[src/source/qs_pkg.sv]
package qs_pkg;

  // Life cycle of one bank, owned by the bank controller
  typedef enum logic [2:0] {
    // Free, waiting for the loader
    bank_idle,
    // Loader is writing words
    bank_loading,
    // Holds a full packet, not yet sorted
    bank_ready,
    // Sort engine owns the memory
    bank_sorting,
    // Sorted, waiting for the unloader
    bank_sorted,
    // Unloader is reading words
    bank_unloading
  } bank_status_t;

  // Loader FSM
  typedef enum logic {
    enq_idle,
    enq_load
  } enq_state_t;

  // Bubble-sort sequencer, one compare-and-swap per visit of read_a
  typedef enum logic [2:0] {
    sort_wait,
    sort_read_a,
    sort_read_b,
    sort_compare,
    sort_write_a,
    sort_write_b,
    sort_pass_end
  } sort_state_t;

  // Unloader FSM
  typedef enum logic {
    deq_idle,
    deq_unload
  } deq_state_t;

endpackage

[src/source/qs_bank_ctrl.sv]
module qs_bank_ctrl #(
  parameter int max_words  = 16,
  parameter int bank_count = 2,
  localparam int cnt_w  = $clog2(max_words) + 1,
  localparam int bank_w = (bank_count > 1) ? $clog2(bank_count) : 1
) (
  input  logic                 clk,
  input  logic                 rst,
  input  logic                 load_start,
  input  logic                 load_done,
  input  logic                 load_err,
  input  logic [cnt_w-1:0]     load_count,
  input  logic                 sort_start,
  input  logic                 sort_done,
  input  logic                 unload_start,
  input  logic                 unload_done,
  output qs_pkg::bank_status_t enq_status,
  output qs_pkg::bank_status_t sort_status,
  output qs_pkg::bank_status_t deq_status,
  output logic [cnt_w-1:0]     sort_count,
  output logic [cnt_w-1:0]     deq_count,
  output logic                 deq_err,
  output logic [bank_w-1:0]    enq_bank,
  output logic [bank_w-1:0]    sort_bank,
  output logic [bank_w-1:0]    deq_bank,
  output qs_pkg::bank_status_t bank_status_all [bank_count]
);
  import qs_pkg::*;

  bank_status_t status_q [bank_count];
  logic [cnt_w-1:0] count_q [bank_count];
  logic err_q [bank_count];

  // Round-robin step, wraps at the last bank
  function automatic logic [bank_w-1:0] next_bank(input logic [bank_w-1:0] b);
    if (b == bank_w'(bank_count - 1)) begin
      return '0;
    end
    return b + 1'b1;
  endfunction

  // Each pulse moves the status of its engine's bank one step on.
  // Engines never share a bank in the same status, so no priority
  always_ff @(posedge clk) begin
    if (rst) begin
      for (int i = 0; i < bank_count; i++) begin
        status_q[i] <= bank_idle;
      end
      enq_bank  <= '0;
      sort_bank <= '0;
      deq_bank  <= '0;
    end else begin
      if (load_start) begin
        status_q[enq_bank] <= bank_loading;
      end
      if (load_done) begin
        status_q[enq_bank] <= bank_ready;
        enq_bank <= next_bank(enq_bank);
      end
      if (sort_start) begin
        status_q[sort_bank] <= bank_sorting;
      end
      if (sort_done) begin
        status_q[sort_bank] <= bank_sorted;
        sort_bank <= next_bank(sort_bank);
      end
      if (unload_start) begin
        status_q[deq_bank] <= bank_unloading;
      end
      // Unloaded bank is free again
      if (unload_done) begin
        status_q[deq_bank] <= bank_idle;
        deq_bank <= next_bank(deq_bank);
      end
    end
  end

  // Word count and overflow flag travel with the packet
  always_ff @(posedge clk) begin
    if (load_done) begin
      count_q[enq_bank] <= load_count;
      err_q[enq_bank]   <= load_err;
    end
  end

  // Each engine sees only its current bank
  assign enq_status  = status_q[enq_bank];
  assign sort_status = status_q[sort_bank];
  assign deq_status  = status_q[deq_bank];
  assign sort_count  = count_q[sort_bank];
  assign deq_count   = count_q[deq_bank];
  assign deq_err     = err_q[deq_bank];

  // Memory steering needs every bank
  assign bank_status_all = status_q;

endmodule

[src/source/qs_enqueue.sv]
module qs_enqueue #(
  parameter int word_width = 32,
  parameter int max_words  = 16,
  localparam int addr_w = $clog2(max_words),
  localparam int cnt_w  = addr_w + 1
) (
  input  logic                  clk,
  input  logic                  rst,
  input  logic                  in_vld,
  input  logic                  in_eop,
  input  logic [word_width-1:0] in_dat,
  output logic                  in_rdy,
  input  qs_pkg::bank_status_t  enq_status,
  output logic                  load_start,
  output logic                  load_done,
  output logic                  load_err,
  output logic [cnt_w-1:0]      load_count,
  output logic                  enq_en,
  output logic                  enq_wen,
  output logic [addr_w-1:0]     enq_addr,
  output logic [word_width-1:0] enq_din
);
  import qs_pkg::*;

  enq_state_t state_q;
  logic [cnt_w-1:0] cnt_q;
  logic ovf_q;
  logic take;
  logic room;

  // Ready only once the controller shows the bank as loading,
  // so the memory already routes our writes to it
  assign in_rdy = (state_q == enq_load) && (enq_status == bank_loading);
  assign take   = in_vld && in_rdy;
  assign room   = cnt_q < cnt_w'(max_words);

  // Words past max_words are accepted but dropped
  assign enq_en   = take && room;
  assign enq_wen  = 1'b1;
  assign enq_addr = cnt_q[addr_w-1:0];
  assign enq_din  = in_dat;

  // Held stable until the next claim, well after load_done
  assign load_count = cnt_q;
  assign load_err   = ovf_q;

  always_ff @(posedge clk) begin
    if (rst) begin
      state_q    <= enq_idle;
      load_start <= 1'b0;
      load_done  <= 1'b0;
      cnt_q      <= '0;
      ovf_q      <= 1'b0;
    end else begin
      load_start <= 1'b0;
      load_done  <= 1'b0;
      case (state_q)
        enq_idle: begin
          // Claim the current bank once it is free
          if (enq_status == bank_idle) begin
            state_q    <= enq_load;
            load_start <= 1'b1;
            cnt_q      <= '0;
            ovf_q      <= 1'b0;
          end
        end
        enq_load: begin
          if (take) begin
            if (room) begin
              cnt_q <= cnt_q + 1'b1;
            end else begin
              ovf_q <= 1'b1;
            end
            if (in_eop) begin
              state_q   <= enq_idle;
              load_done <= 1'b1;
            end
          end
        end
        default: state_q <= enq_idle;
      endcase
    end
  end

endmodule

[src/source/qs_sorter.sv]
module qs_sorter #(
  parameter int word_width = 32,
  parameter int max_words  = 16,
  localparam int addr_w = $clog2(max_words),
  localparam int cnt_w  = addr_w + 1
) (
  input  logic                  clk,
  input  logic                  rst,
  input  qs_pkg::bank_status_t  sort_status,
  input  logic [cnt_w-1:0]      sort_count,
  output logic                  sort_start,
  output logic                  sort_done,
  output logic                  sort_en,
  output logic                  sort_wen,
  output logic [addr_w-1:0]     sort_addr,
  output logic [word_width-1:0] sort_din,
  input  logic [word_width-1:0] sort_dout
);
  import qs_pkg::*;

  sort_state_t state_q;
  logic [addr_w-1:0] idx_q;
  logic swapped_q;
  // Left and right word of the current pair
  logic [word_width-1:0] a_q;
  logic [word_width-1:0] b_q;
  logic last;

  // Pair (idx, idx+1) is the final pair of this pass
  assign last = ({1'b0, idx_q} + cnt_w'(2)) == sort_count;

  // Memory request per state, read data returns one cycle later
  always_comb begin
    sort_en   = 1'b0;
    sort_wen  = 1'b0;
    sort_addr = idx_q;
    sort_din  = b_q;
    case (state_q)
      sort_read_a: sort_en = 1'b1;
      sort_read_b: begin
        sort_en   = 1'b1;
        sort_addr = idx_q + 1'b1;
      end
      // Swap, right word goes to the left slot
      sort_write_a: begin
        sort_en  = 1'b1;
        sort_wen = 1'b1;
      end
      sort_write_b: begin
        sort_en   = 1'b1;
        sort_wen  = 1'b1;
        sort_addr = idx_q + 1'b1;
        sort_din  = a_q;
      end
      default: ;
    endcase
  end

  always_ff @(posedge clk) begin
    if (state_q == sort_read_b) begin
      a_q <= sort_dout;
    end
    if (state_q == sort_compare) begin
      b_q <= sort_dout;
    end
  end

  always_ff @(posedge clk) begin
    if (rst) begin
      state_q    <= sort_wait;
      sort_start <= 1'b0;
      sort_done  <= 1'b0;
      idx_q      <= '0;
      swapped_q  <= 1'b0;
    end else begin
      sort_start <= 1'b0;
      sort_done  <= 1'b0;
      case (state_q)
        sort_wait: begin
          if (sort_status == bank_ready) begin
            sort_start <= 1'b1;
            // Pretend a swap so pass_end starts the first pass.
            // One word is already sorted and ends at once
            swapped_q  <= sort_count > cnt_w'(1);
            state_q    <= sort_pass_end;
          end
        end
        sort_read_a: state_q <= sort_read_b;
        sort_read_b: state_q <= sort_compare;
        sort_compare: begin
          // Unsigned compare, left word in a_q, right on the read port
          if (a_q > sort_dout) begin
            swapped_q <= 1'b1;
            state_q   <= sort_write_a;
          end else if (last) begin
            state_q <= sort_pass_end;
          end else begin
            idx_q   <= idx_q + 1'b1;
            state_q <= sort_read_a;
          end
        end
        sort_write_a: state_q <= sort_write_b;
        sort_write_b: begin
          if (last) begin
            state_q <= sort_pass_end;
          end else begin
            idx_q   <= idx_q + 1'b1;
            state_q <= sort_read_a;
          end
        end
        sort_pass_end: begin
          // A clean pass means the bank is in order
          if (swapped_q) begin
            idx_q     <= '0;
            swapped_q <= 1'b0;
            state_q   <= sort_read_a;
          end else begin
            sort_done <= 1'b1;
            state_q   <= sort_wait;
          end
        end
        default: state_q <= sort_wait;
      endcase
    end
  end

endmodule

[src/source/qs_dequeue.sv]
module qs_dequeue #(
  parameter int word_width = 32,
  parameter int max_words  = 16,
  localparam int addr_w = $clog2(max_words),
  localparam int cnt_w  = addr_w + 1
) (
  input  logic                  clk,
  input  logic                  rst,
  input  qs_pkg::bank_status_t  deq_status,
  input  logic [cnt_w-1:0]      deq_count,
  input  logic                  deq_err,
  output logic                  unload_start,
  output logic                  unload_done,
  output logic                  deq_en,
  output logic [addr_w-1:0]     deq_addr,
  input  logic [word_width-1:0] deq_dout,
  output logic                  out_vld,
  output logic                  out_sop,
  output logic                  out_eop,
  output logic                  out_err,
  output logic [word_width-1:0] out_dat
);
  import qs_pkg::*;

  deq_state_t state_q;
  logic [addr_w-1:0] idx_q;
  logic last;
  // Markers of the read in flight, aligned with deq_dout
  logic s1_vld_q;
  logic s1_sop_q;
  logic s1_eop_q;
  logic s1_err_q;

  // Read only once the memory routes this bank to us
  assign deq_en   = (state_q == deq_unload) && (deq_status == bank_unloading);
  assign deq_addr = idx_q;
  assign last     = ({1'b0, idx_q} + cnt_w'(1)) == deq_count;

  always_ff @(posedge clk) begin
    if (rst) begin
      state_q      <= deq_idle;
      unload_start <= 1'b0;
      unload_done  <= 1'b0;
      idx_q        <= '0;
    end else begin
      unload_start <= 1'b0;
      unload_done  <= 1'b0;
      case (state_q)
        deq_idle: begin
          if (deq_status == bank_sorted) begin
            unload_start <= 1'b1;
            idx_q        <= '0;
            state_q      <= deq_unload;
          end
        end
        deq_unload: begin
          // One read per cycle, in address order
          if (deq_en) begin
            if (last) begin
              unload_done <= 1'b1;
              state_q     <= deq_idle;
            end else begin
              idx_q <= idx_q + 1'b1;
            end
          end
        end
        default: state_q <= deq_idle;
      endcase
    end
  end

  // Stage one delays markers, stage two registers the stream
  always_ff @(posedge clk) begin
    if (rst) begin
      s1_vld_q <= 1'b0;
      s1_sop_q <= 1'b0;
      s1_eop_q <= 1'b0;
      s1_err_q <= 1'b0;
      out_vld  <= 1'b0;
      out_sop  <= 1'b0;
      out_eop  <= 1'b0;
      out_err  <= 1'b0;
    end else begin
      s1_vld_q <= deq_en;
      s1_sop_q <= deq_en && (idx_q == '0);
      s1_eop_q <= deq_en && last;
      // Overflow shows only on the last word
      s1_err_q <= deq_en && last && deq_err;
      out_vld  <= s1_vld_q;
      out_sop  <= s1_sop_q;
      out_eop  <= s1_eop_q;
      out_err  <= s1_err_q;
    end
  end

  always_ff @(posedge clk) begin
    if (s1_vld_q) begin
      out_dat <= deq_dout;
    end
  end

endmodule

[src/source/qs_bank_mem.sv]
module qs_bank_mem #(
  parameter int word_width = 32,
  parameter int max_words  = 16,
  parameter int bank_count = 2,
  localparam int addr_w = $clog2(max_words),
  localparam int bank_w = (bank_count > 1) ? $clog2(bank_count) : 1
) (
  input  logic                  clk,
  input  qs_pkg::bank_status_t  bank_status_all [bank_count],
  input  logic [bank_w-1:0]     enq_bank,
  input  logic [bank_w-1:0]     sort_bank,
  input  logic [bank_w-1:0]     deq_bank,
  input  logic                  enq_en,
  input  logic                  enq_wen,
  input  logic [addr_w-1:0]     enq_addr,
  input  logic [word_width-1:0] enq_din,
  input  logic                  sort_en,
  input  logic                  sort_wen,
  input  logic [addr_w-1:0]     sort_addr,
  input  logic [word_width-1:0] sort_din,
  input  logic                  deq_en,
  input  logic [addr_w-1:0]     deq_addr,
  output logic [word_width-1:0] sort_dout,
  output logic [word_width-1:0] deq_dout
);
  import qs_pkg::*;

  logic [word_width-1:0] bank_dout [bank_count];

  for (genvar g = 0; g < bank_count; g++) begin : g_bank
    logic [word_width-1:0] mem_q [max_words];
    logic [word_width-1:0] rd_q;
    logic en;
    logic wen;
    logic [addr_w-1:0] addr;
    logic [word_width-1:0] din;

    // Port owner follows the bank status and the engine's index
    always_comb begin
      en   = 1'b0;
      wen  = 1'b0;
      addr = '0;
      din  = '0;
      case (bank_status_all[g])
        bank_loading: begin
          if (enq_bank == bank_w'(g)) begin
            en   = enq_en;
            wen  = enq_wen;
            addr = enq_addr;
            din  = enq_din;
          end
        end
        bank_sorting: begin
          if (sort_bank == bank_w'(g)) begin
            en   = sort_en;
            wen  = sort_wen;
            addr = sort_addr;
            din  = sort_din;
          end
        end
        // Unloader only reads
        bank_unloading: begin
          if (deq_bank == bank_w'(g)) begin
            en   = deq_en;
            addr = deq_addr;
          end
        end
        default: ;
      endcase
    end

    // Single port, read data held until the next read
    always_ff @(posedge clk) begin
      if (en && wen) begin
        mem_q[addr] <= din;
      end
      if (en && !wen) begin
        rd_q <= mem_q[addr];
      end
    end

    assign bank_dout[g] = rd_q;
  end

  assign sort_dout = bank_dout[sort_bank];
  assign deq_dout  = bank_dout[deq_bank];

endmodule

[src/source/qs_top.sv]
module qs_top #(
  parameter int word_width = 32,
  parameter int max_words  = 16,
  parameter int bank_count = 2
) (
  input  logic                  clk,
  input  logic                  rst,
  input  logic                  in_vld,
  // Informational only, a packet starts with the first word after an end
  input  logic                  in_sop,
  input  logic                  in_eop,
  input  logic [word_width-1:0] in_dat,
  output logic                  in_rdy,
  output logic                  out_vld,
  output logic                  out_sop,
  output logic                  out_eop,
  output logic                  out_err,
  output logic [word_width-1:0] out_dat
);
  import qs_pkg::*;

  localparam int addr_w = $clog2(max_words);
  localparam int cnt_w  = addr_w + 1;
  localparam int bank_w = (bank_count > 1) ? $clog2(bank_count) : 1;

  // Engine pulses
  logic load_start;
  logic load_done;
  logic load_err;
  logic [cnt_w-1:0] load_count;
  logic sort_start;
  logic sort_done;
  logic unload_start;
  logic unload_done;

  // Status and info of each engine's current bank
  bank_status_t enq_status;
  bank_status_t sort_status;
  bank_status_t deq_status;
  bank_status_t bank_status_all [bank_count];
  logic [cnt_w-1:0] sort_count;
  logic [cnt_w-1:0] deq_count;
  logic deq_err;
  logic [bank_w-1:0] enq_bank;
  logic [bank_w-1:0] sort_bank;
  logic [bank_w-1:0] deq_bank;

  // Memory requests per engine
  logic enq_en;
  logic enq_wen;
  logic [addr_w-1:0] enq_addr;
  logic [word_width-1:0] enq_din;
  logic sort_en;
  logic sort_wen;
  logic [addr_w-1:0] sort_addr;
  logic [word_width-1:0] sort_din;
  logic [word_width-1:0] sort_dout;
  logic deq_en;
  logic [addr_w-1:0] deq_addr;
  logic [word_width-1:0] deq_dout;

  qs_bank_ctrl #(
    .max_words (max_words),
    .bank_count(bank_count)
  ) u_ctrl (
    .clk            (clk),
    .rst            (rst),
    .load_start     (load_start),
    .load_done      (load_done),
    .load_err       (load_err),
    .load_count     (load_count),
    .sort_start     (sort_start),
    .sort_done      (sort_done),
    .unload_start   (unload_start),
    .unload_done    (unload_done),
    .enq_status     (enq_status),
    .sort_status    (sort_status),
    .deq_status     (deq_status),
    .sort_count     (sort_count),
    .deq_count      (deq_count),
    .deq_err        (deq_err),
    .enq_bank       (enq_bank),
    .sort_bank      (sort_bank),
    .deq_bank       (deq_bank),
    .bank_status_all(bank_status_all)
  );

  qs_enqueue #(
    .word_width(word_width),
    .max_words (max_words)
  ) u_enq (
    .clk       (clk),
    .rst       (rst),
    .in_vld    (in_vld),
    .in_eop    (in_eop),
    .in_dat    (in_dat),
    .in_rdy    (in_rdy),
    .enq_status(enq_status),
    .load_start(load_start),
    .load_done (load_done),
    .load_err  (load_err),
    .load_count(load_count),
    .enq_en    (enq_en),
    .enq_wen   (enq_wen),
    .enq_addr  (enq_addr),
    .enq_din   (enq_din)
  );

  qs_sorter #(
    .word_width(word_width),
    .max_words (max_words)
  ) u_sort (
    .clk        (clk),
    .rst        (rst),
    .sort_status(sort_status),
    .sort_count (sort_count),
    .sort_start (sort_start),
    .sort_done  (sort_done),
    .sort_en    (sort_en),
    .sort_wen   (sort_wen),
    .sort_addr  (sort_addr),
    .sort_din   (sort_din),
    .sort_dout  (sort_dout)
  );

  qs_dequeue #(
    .word_width(word_width),
    .max_words (max_words)
  ) u_deq (
    .clk         (clk),
    .rst         (rst),
    .deq_status  (deq_status),
    .deq_count   (deq_count),
    .deq_err     (deq_err),
    .unload_start(unload_start),
    .unload_done (unload_done),
    .deq_en      (deq_en),
    .deq_addr    (deq_addr),
    .deq_dout    (deq_dout),
    .out_vld     (out_vld),
    .out_sop     (out_sop),
    .out_eop     (out_eop),
    .out_err     (out_err),
    .out_dat     (out_dat)
  );

  qs_bank_mem #(
    .word_width(word_width),
    .max_words (max_words),
    .bank_count(bank_count)
  ) u_mem (
    .clk            (clk),
    .bank_status_all(bank_status_all),
    .enq_bank       (enq_bank),
    .sort_bank      (sort_bank),
    .deq_bank       (deq_bank),
    .enq_en         (enq_en),
    .enq_wen        (enq_wen),
    .enq_addr       (enq_addr),
    .enq_din        (enq_din),
    .sort_en        (sort_en),
    .sort_wen       (sort_wen),
    .sort_addr      (sort_addr),
    .sort_din       (sort_din),
    .deq_en         (deq_en),
    .deq_addr       (deq_addr),
    .sort_dout      (sort_dout),
    .deq_dout       (deq_dout)
  );

endmodule

[config.mk]
export PLATFORM = sky130hd
export DESIGN_NAME = qs_top
export DESIGN_NICKNAME = d
export VERILOG_FILES = /design/src/source/qs_pkg.sv /design/src/source/qs_bank_ctrl.sv /design/src/source/qs_enqueue.sv /design/src/source/qs_sorter.sv /design/src/source/qs_dequeue.sv /design/src/source/qs_bank_mem.sv /design/src/source/qs_top.sv
export SDC_FILE = /design/constraint.sdc
export NUM_CORES = 1
export LEC_CHECK = 0
export BUFFER_PORTS_ARGS = -buffer_cell sky130_fd_sc_hd__buf_2
export CAP_MARGIN = 20
export CORE_AREA = 5 5 344 346
export CTS_CLUSTER_DIAMETER = 100
export DETAILED_ROUTE_END_ITERATION = 8
export DIE_AREA = 0 0 349 351
export PLACE_DENSITY = 0.6
export SLEW_MARGIN = 20
export SYNTH_ARGS = -nofsm -noshare
export SYNTH_HDL_FRONTEND = slang
export SYNTH_HIERARCHICAL = 1
export SYNTH_SLANG_ARGS = --single-unit
[constraint.sdc]
create_clock -name clk -period 12.9 [get_ports clk]
set_clock_uncertainty 0.2 [all_clocks]
set_input_delay 0.645 -clock clk [delete_from_list [all_inputs] [get_ports clk]]
set_output_delay 0.645 -clock clk [all_outputs]
set_load 0.05 [all_outputs]
==> results of run 1 <==
## where the power goes
part           switching (mW)  internal, mW
logic                   0.142        0.0647
clock network            1.51          2.26
registers              0.0296          4.43
total                    1.69          6.76
## cell families after synthesis
kind of cell,share of synthesized area
other,0.0000731
AO/OA/AOI/OAI,0.105
multiplexers,0.0755
XOR/XNOR,0.00256
adder cells (fa/ha/maj),0.00903
flip-flops,0.718
buffers and inverters,0.0330
AND/OR/NAND/NOR,0.0567
## registers in the layout (all words and copies together), names as in the netlist, 2 cells and up, named ones only
name,count
u_ctrl/bank_status_all,6
u_ctrl/count_q,10
u_ctrl/err_q,2
u_deq/deq_addr,4
u_deq/out_dat,32
u_enq/load_count,5
u_mem/g_bank.mem_q,1024
u_mem/g_bank.rd_q,64
u_sort/a_q,32
u_sort/b_q,32
u_sort/idx_q,4
u_sort/state_q,3
## metal layers
layer	track usage	routed length, µm
met1	0.291	55700
met2	0.306	56100
met3	0.0395	8710
met4	0.0612	3230
met5	0	34
## worst paths after layout
| kind | from | endpoint | slack (ps) | cells after the start |
|---|---|---|---|---|
| worst max-delay path | u_sort/state_q[2] | u_mem/g_bank[0].rd_q[26] | 6920 | 11 |
| worst min register to register | u_deq/s1_err_q | u_deq/out_err | 240 | 1 |
| worst max register to register | u_sort/state_q[2] | u_mem/g_bank[0].rd_q[26] | 6920 | 11 |
| worst min-delay path | u_deq/s1_err_q | u_deq/out_err | 240 | 1 |
## through the flow
step	util	area [µm²]	std cells	worst slack [ps]
final	0.498	57300	5051	6920
after CTS	0.497	57300	5049	6970
after detailed placement	0.460	52900	4812	6980
after global placement	0.460	52900	4812	6930
after global routing	0.497	57300	5049	6680
after floorplan	-	51300	3403	6040
## synthesized netlist by cell type, types with 28 or more instances
library cell,instances
nor2_1,62
ha_1,37
a22o_1,65
clkbuf_1,74
a211o_1,97
buf_4,68
inv_1,49
edfxtp_1,1196
mux2_2,116
a22oi_1,69
buf_2,76
nand2_1,457
dfxtp_1,45
mux2i_1,256
a21o_1,34
o311ai_1,32
a32o_1,32
a21oi_1,346
o211ai_1,33
buf_6,28
and3_1,36
## cell type report
| type | count | area share |
|---|---|---|
| antenna | 2 | 0.0000874 |
| multi-input combinational | 1860 | 0.229 |
| sequential | 1241 | 0.643 |
| tap | 1524 | 0.0333 |
| timing repair buffer | 139 | 0.0158 |
| clock inverter | 57 | 0.0118 |
| inverter | 50 | 0.00328 |
| clock buffer | 178 | 0.0642 |
==> metrics.md, run 1 <==
| Metric | Value |
|---|---|
| Status | `finished, final reports clean` |
| Setup TNS | `0 ps` |
| Unique masters post-synth | `87` |
| Unrepaired setup endpoints after global routing | `no` |
| Ports | `74` |
| Max Transition Viols Final | `0` |
| Sequential area share after synthesis | `0.718` |
| Max incr delay on CP | `930 ps` |
| Vias/cell | `5.82` |
| Number of remaining DRC errors | `0` |
| Static Leak | `20.0 nW` |
| Register Area | `36800 µm²` |
| Antenna viol nets, final | `0` |
| Yosys top cell by area | `edfxtp_1` |
| Async S/R FF share, synth | `0` |
| Most common cell after layout, fill and taps aside | `edfxtp_1` |
| Post-synth top flop | `edfxtp_1` |
| WL final | `124000 µm` |
| Vias | `29383` |
| CTS Buf Count | `132` |
| DP Wirelength | `70600 µm` |
| Most frequent cells in the layout | `edfxtp_1 (1196), nand2_1 (451), a21oi_1 (346)` |
| Crit path max-delay family | `buffers and inverters` |
| Worst-Margin Slew | `1150 ps` |
| Number of flops mapped to enable cells by yosys | `1196` |
| Die Height | `351 µm` |
| Die area | `122000 µm²` |
| Hold-fix buffers at CTS | `2` |
| Tcrit/Tclk final | `0.463` |
| Initial drt markers | `2831` |
| Fill cells | `9716` |
| Crit path buffers/inverters | `3` |
| Buffers on Ports | `72` |
| GPL Wtd Cong | `0.834` |
| Syn Std Cell Area | `51300 µm²` |
| Num rows | `125` |
| First-pass GRT wire length | `183000 µm` |
| Area growth, synth to finish | `11.7%` |
| Final-report hold violation count | `0` |
| Cell count after synthesis | `3403` |
| Die width | `349 µm` |
| Mapped Nets | `3477` |
| Layout cell share with drive strength beyond 1 | `0.146` |
| Total power | `8.45 mW` |
| Max-cap viol count | `0` |
| Total GRT Usage | `0.200` |
| CP Max Fanout | `119` |
| Fmax | `167 MHz` |
| Area contributors post-synth | `edfxtp_1 (70%), mux2i_1 (5.0%), a21oi_1 (3.4%), nand2_1 (3.3%), mux2_2 (2.5%)` |
| Slowest stage cell on the critical path | `buf_4` |
| CTS tree | `built` |
| Clock Latency Late Sink | `730 ps` |
| Clk buf depth | `3` |
| Setup crit start kind | `flip-flop` |
| Worst hold slack | `241 ps` |
| Area of the multi-input gates | `13100 µm²` |
| CP cell instances | `nor2b_1 -> a21oi_1 -> xnor2_1 -> a222oi_1 -> buf_12 -> buf_4 -> buf_4 -> mux2i_1 -> a21oi_1 -> a22oi_1 -> o311ai_1` |
| Largest net degree at the start of global routing | `163` |
| Nets | `3498` |
| Syn Area/Cell | `15.1 µm²` |
| Worst-path clk slew | `60 ps` |
| Req. time, crit path | `13150 ps` |
| Final setup fails | `0` |
| Placeable core area | `115000 µm²` |
| Drt wl/cell | `24.5 µm` |
| Post-cts sizing count | `0` |
| Post-CTS setup buffers | `0` |
| Yosys reg bits | `1241` |
| Crit path DAT | `6230 ps` |
| Initial antenna violation count | `9` |
| Relative slew margins | `0.235` |
| GRT Residual Overflow | `0` |
| P per Cell Area | `148 nW/µm²` |
| Critical setup path kind | `flip-flop to flip-flop` |
| Root Driver | `clkbuf_16` |
| Hold Path Class | `flip-flop to flip-flop` |
| Fin crit period | `5980 ps` |
| Number of global-route vias before repair | `27932` |
| H-Tree Depth | `4` |
| Detailed Routing Iterations Pass 1 | `6` |
| CP Capture Type | `flip-flop` |
| YS warnings | `6` |
| Peak supply drop | `0.121 mV` |
| Top cell type's share of synthesized area | `0.700` |
| Clock sink count | `1241` |
| Initial Utilization | `0.445` |
Power figures use the tool's default switching activity.
==> inputs of run 2 (changes only) <==
Settings changed: PLACE_DENSITY 0.6 to 0.62.
Clock period 12.9 ns to 5 ns, I/O delays scaled along.
==> run 2 against run 1 <==
Net effect: clock power is 140% higher; worst hold slack worse by 150 ps; sequential cell count stayed put.
==> metrics.md, run 2 (synthesized netlist as in run 1, its figures left out) <==
| Metric | Value |
|---|---|
| Number of remaining DRC errors | `0` |
| CTS Buf Count | `130` |
| CP Capture Type | `flip-flop` |
| Placeable core area | `115000 µm²` |
| Post-CTS setup buffers | `0` |
| GRT Residual Overflow | `0` |
| Most common cell after layout, fill and taps aside | `edfxtp_1` |
| Clock Latency Late Sink | `720 ps` |
| Status | `finished, final reports clean` |
| P per Cell Area | `369 nW/µm²` |
| Worst reg2reg startpoint | `u_sort/state_q[2]` |
| Root Driver | `clkbuf_16` |
| Reg with most FFs | `u_mem/g_bank.mem_q` |
| Unrepaired setup endpoints after global routing | `no` |
| Worst-Margin Slew | `1090 ps` |
| Largest net degree at the start of global routing | `161` |
| Largest registers | `u_mem/g_bank.mem_q (1024), u_mem/g_bank.rd_q (64)` |
| Peak supply drop | `0.326 mV` |
| Buffers on Ports | `72` |
| Layout cell share with drive strength beyond 1 | `0.156` |
| Nets | `3548` |
| Most frequent cells in the layout | `edfxtp_1 (1196), nand2_1 (451), a21oi_1 (346)` |
| Crit path DAT | `4610 ps` |
| Drt wl/cell | `24.5 µm` |
| H-Tree Depth | `4` |
| Max-cap viol count | `0` |
| CP Max Fanout | `22` |
| GPL Wtd Cong | `0.863` |
| DP Wirelength | `74500 µm` |
| Initial antenna violation count | `1` |
| Final setup fails | `0` |
| Area growth, synth to finish | `12.3%` |
| Dpl cell area | `53500 µm²` |
| Number of global-route vias before repair | `28312` |
| CTS tree | `built` |
| Req. time, crit path | `5180 ps` |
| Initial Utilization | `0.445` |
| Hold Path Class | `input pin to flip-flop` |
| First-pass GRT wire length | `184000 µm` |
| Total GRT Usage | `0.200` |
| Final Cell Area | `57600 µm²` |
| Final-report hold violation count | `0` |
| Largest register FFs | `1024` |
| Static Leak | `20.1 nW` |
| Ports | `74` |
| Die area | `122000 µm²` |
| Die width | `349 µm` |
| Initial drt markers | `3028` |
| Ant. Diodes | `0` |
| Fmax | `226 MHz` |
| Antenna viol nets, final | `0` |
| Worst hold slack | `88.1 ps` |
| Fin crit period | `4430 ps` |
| Num rows | `125` |
| Clk buf depth | `3` |
| Worst hold start | `in_dat[18]` |
| Die Height | `351 µm` |
| Tcrit/Tclk final | `0.887` |
| Worst-path clk slew | `60 ps` |
| Max Transition Viols Final | `0` |
| Crit path from | `u_sort/state_q[2]` |
| WL final | `125000 µm` |
| Fin util | `0.500` |
| Detailed Routing Iterations Pass 1 | `5` |
| Vias | `29581` |
| Relative slew margins | `0.269` |
| Critical setup path kind | `flip-flop to flip-flop` |
| Setup crit start kind | `flip-flop` |
| Vias/cell | `5.81` |
| Clock sink count | `1241` |
## run 2: path summary, 6_finish.rpt
path / endpoint / slack, ps / depth (start not counted)
worst max register to register: u_mem/g_bank[1].mem_q[9][9] / 570 / 9
worst min-delay path: u_mem/g_bank[1].mem_q[8][18] / 90 / 2
worst max-delay path: u_mem/g_bank[1].mem_q[9][9] / 570 / 9
worst min register to register: u_deq/out_err / 240 / 1
## run 2: final cells by class
class / count / area [µm²]
clock buffers: 176 / 3550
multi-input cells: 1860 / 13100
well taps: 1524 / 1910
flip-flops and latches: 1241 / 36800
repair buffers: 191 / 1550
fillers: 9691 / 57500
inverters: 50 / 188
clock inverters: 48 / 474
## run 2: per-layer routing
layer / wire length, µm / GRT usage
met1: 55700 / 0.288
met2: 56200 / 0.305
met3: 9270 / 0.0433
met4: 3590 / 0.0636
met5: 13 / 0
## run 2: power by group
part	switching [mW]	leakage [nW]	internal, mW
Sequential	0.0828	10.4	11.4
Clock	3.81	1.95	5.38
Combinational	0.380	7.81	0.171
Total	4.27	20.1	17.0
## run 2: stage by stage
stage,TNS (ps),power [mW],std cells,worst slack (ps)
after detailed placement,0,12.3,4861,637
final,0,21.3,5090,566
after global placement,0,12.3,4860,753
after floorplan,-46.9,12.1,3403,-0.489
after CTS,0,21.4,5089,576
after global routing,0,21.9,5090,327
## run 2: timing repair
item	4_1_cts	5_1_grt
hold buffers	4	0
resized for setup	0	0
hold endpoints to repair	26	0
## run 2: worst max-delay path, cell delays in order, from the launching register on
cell and delay (ps):
dfxtp_1 620, nor2b_1 370, a21oi_1 210, xnor2_1 400
a222oi_1 160, buf_4 220, nor3_1 300, nand2_1 300
nor2_4 890, buf_4 410
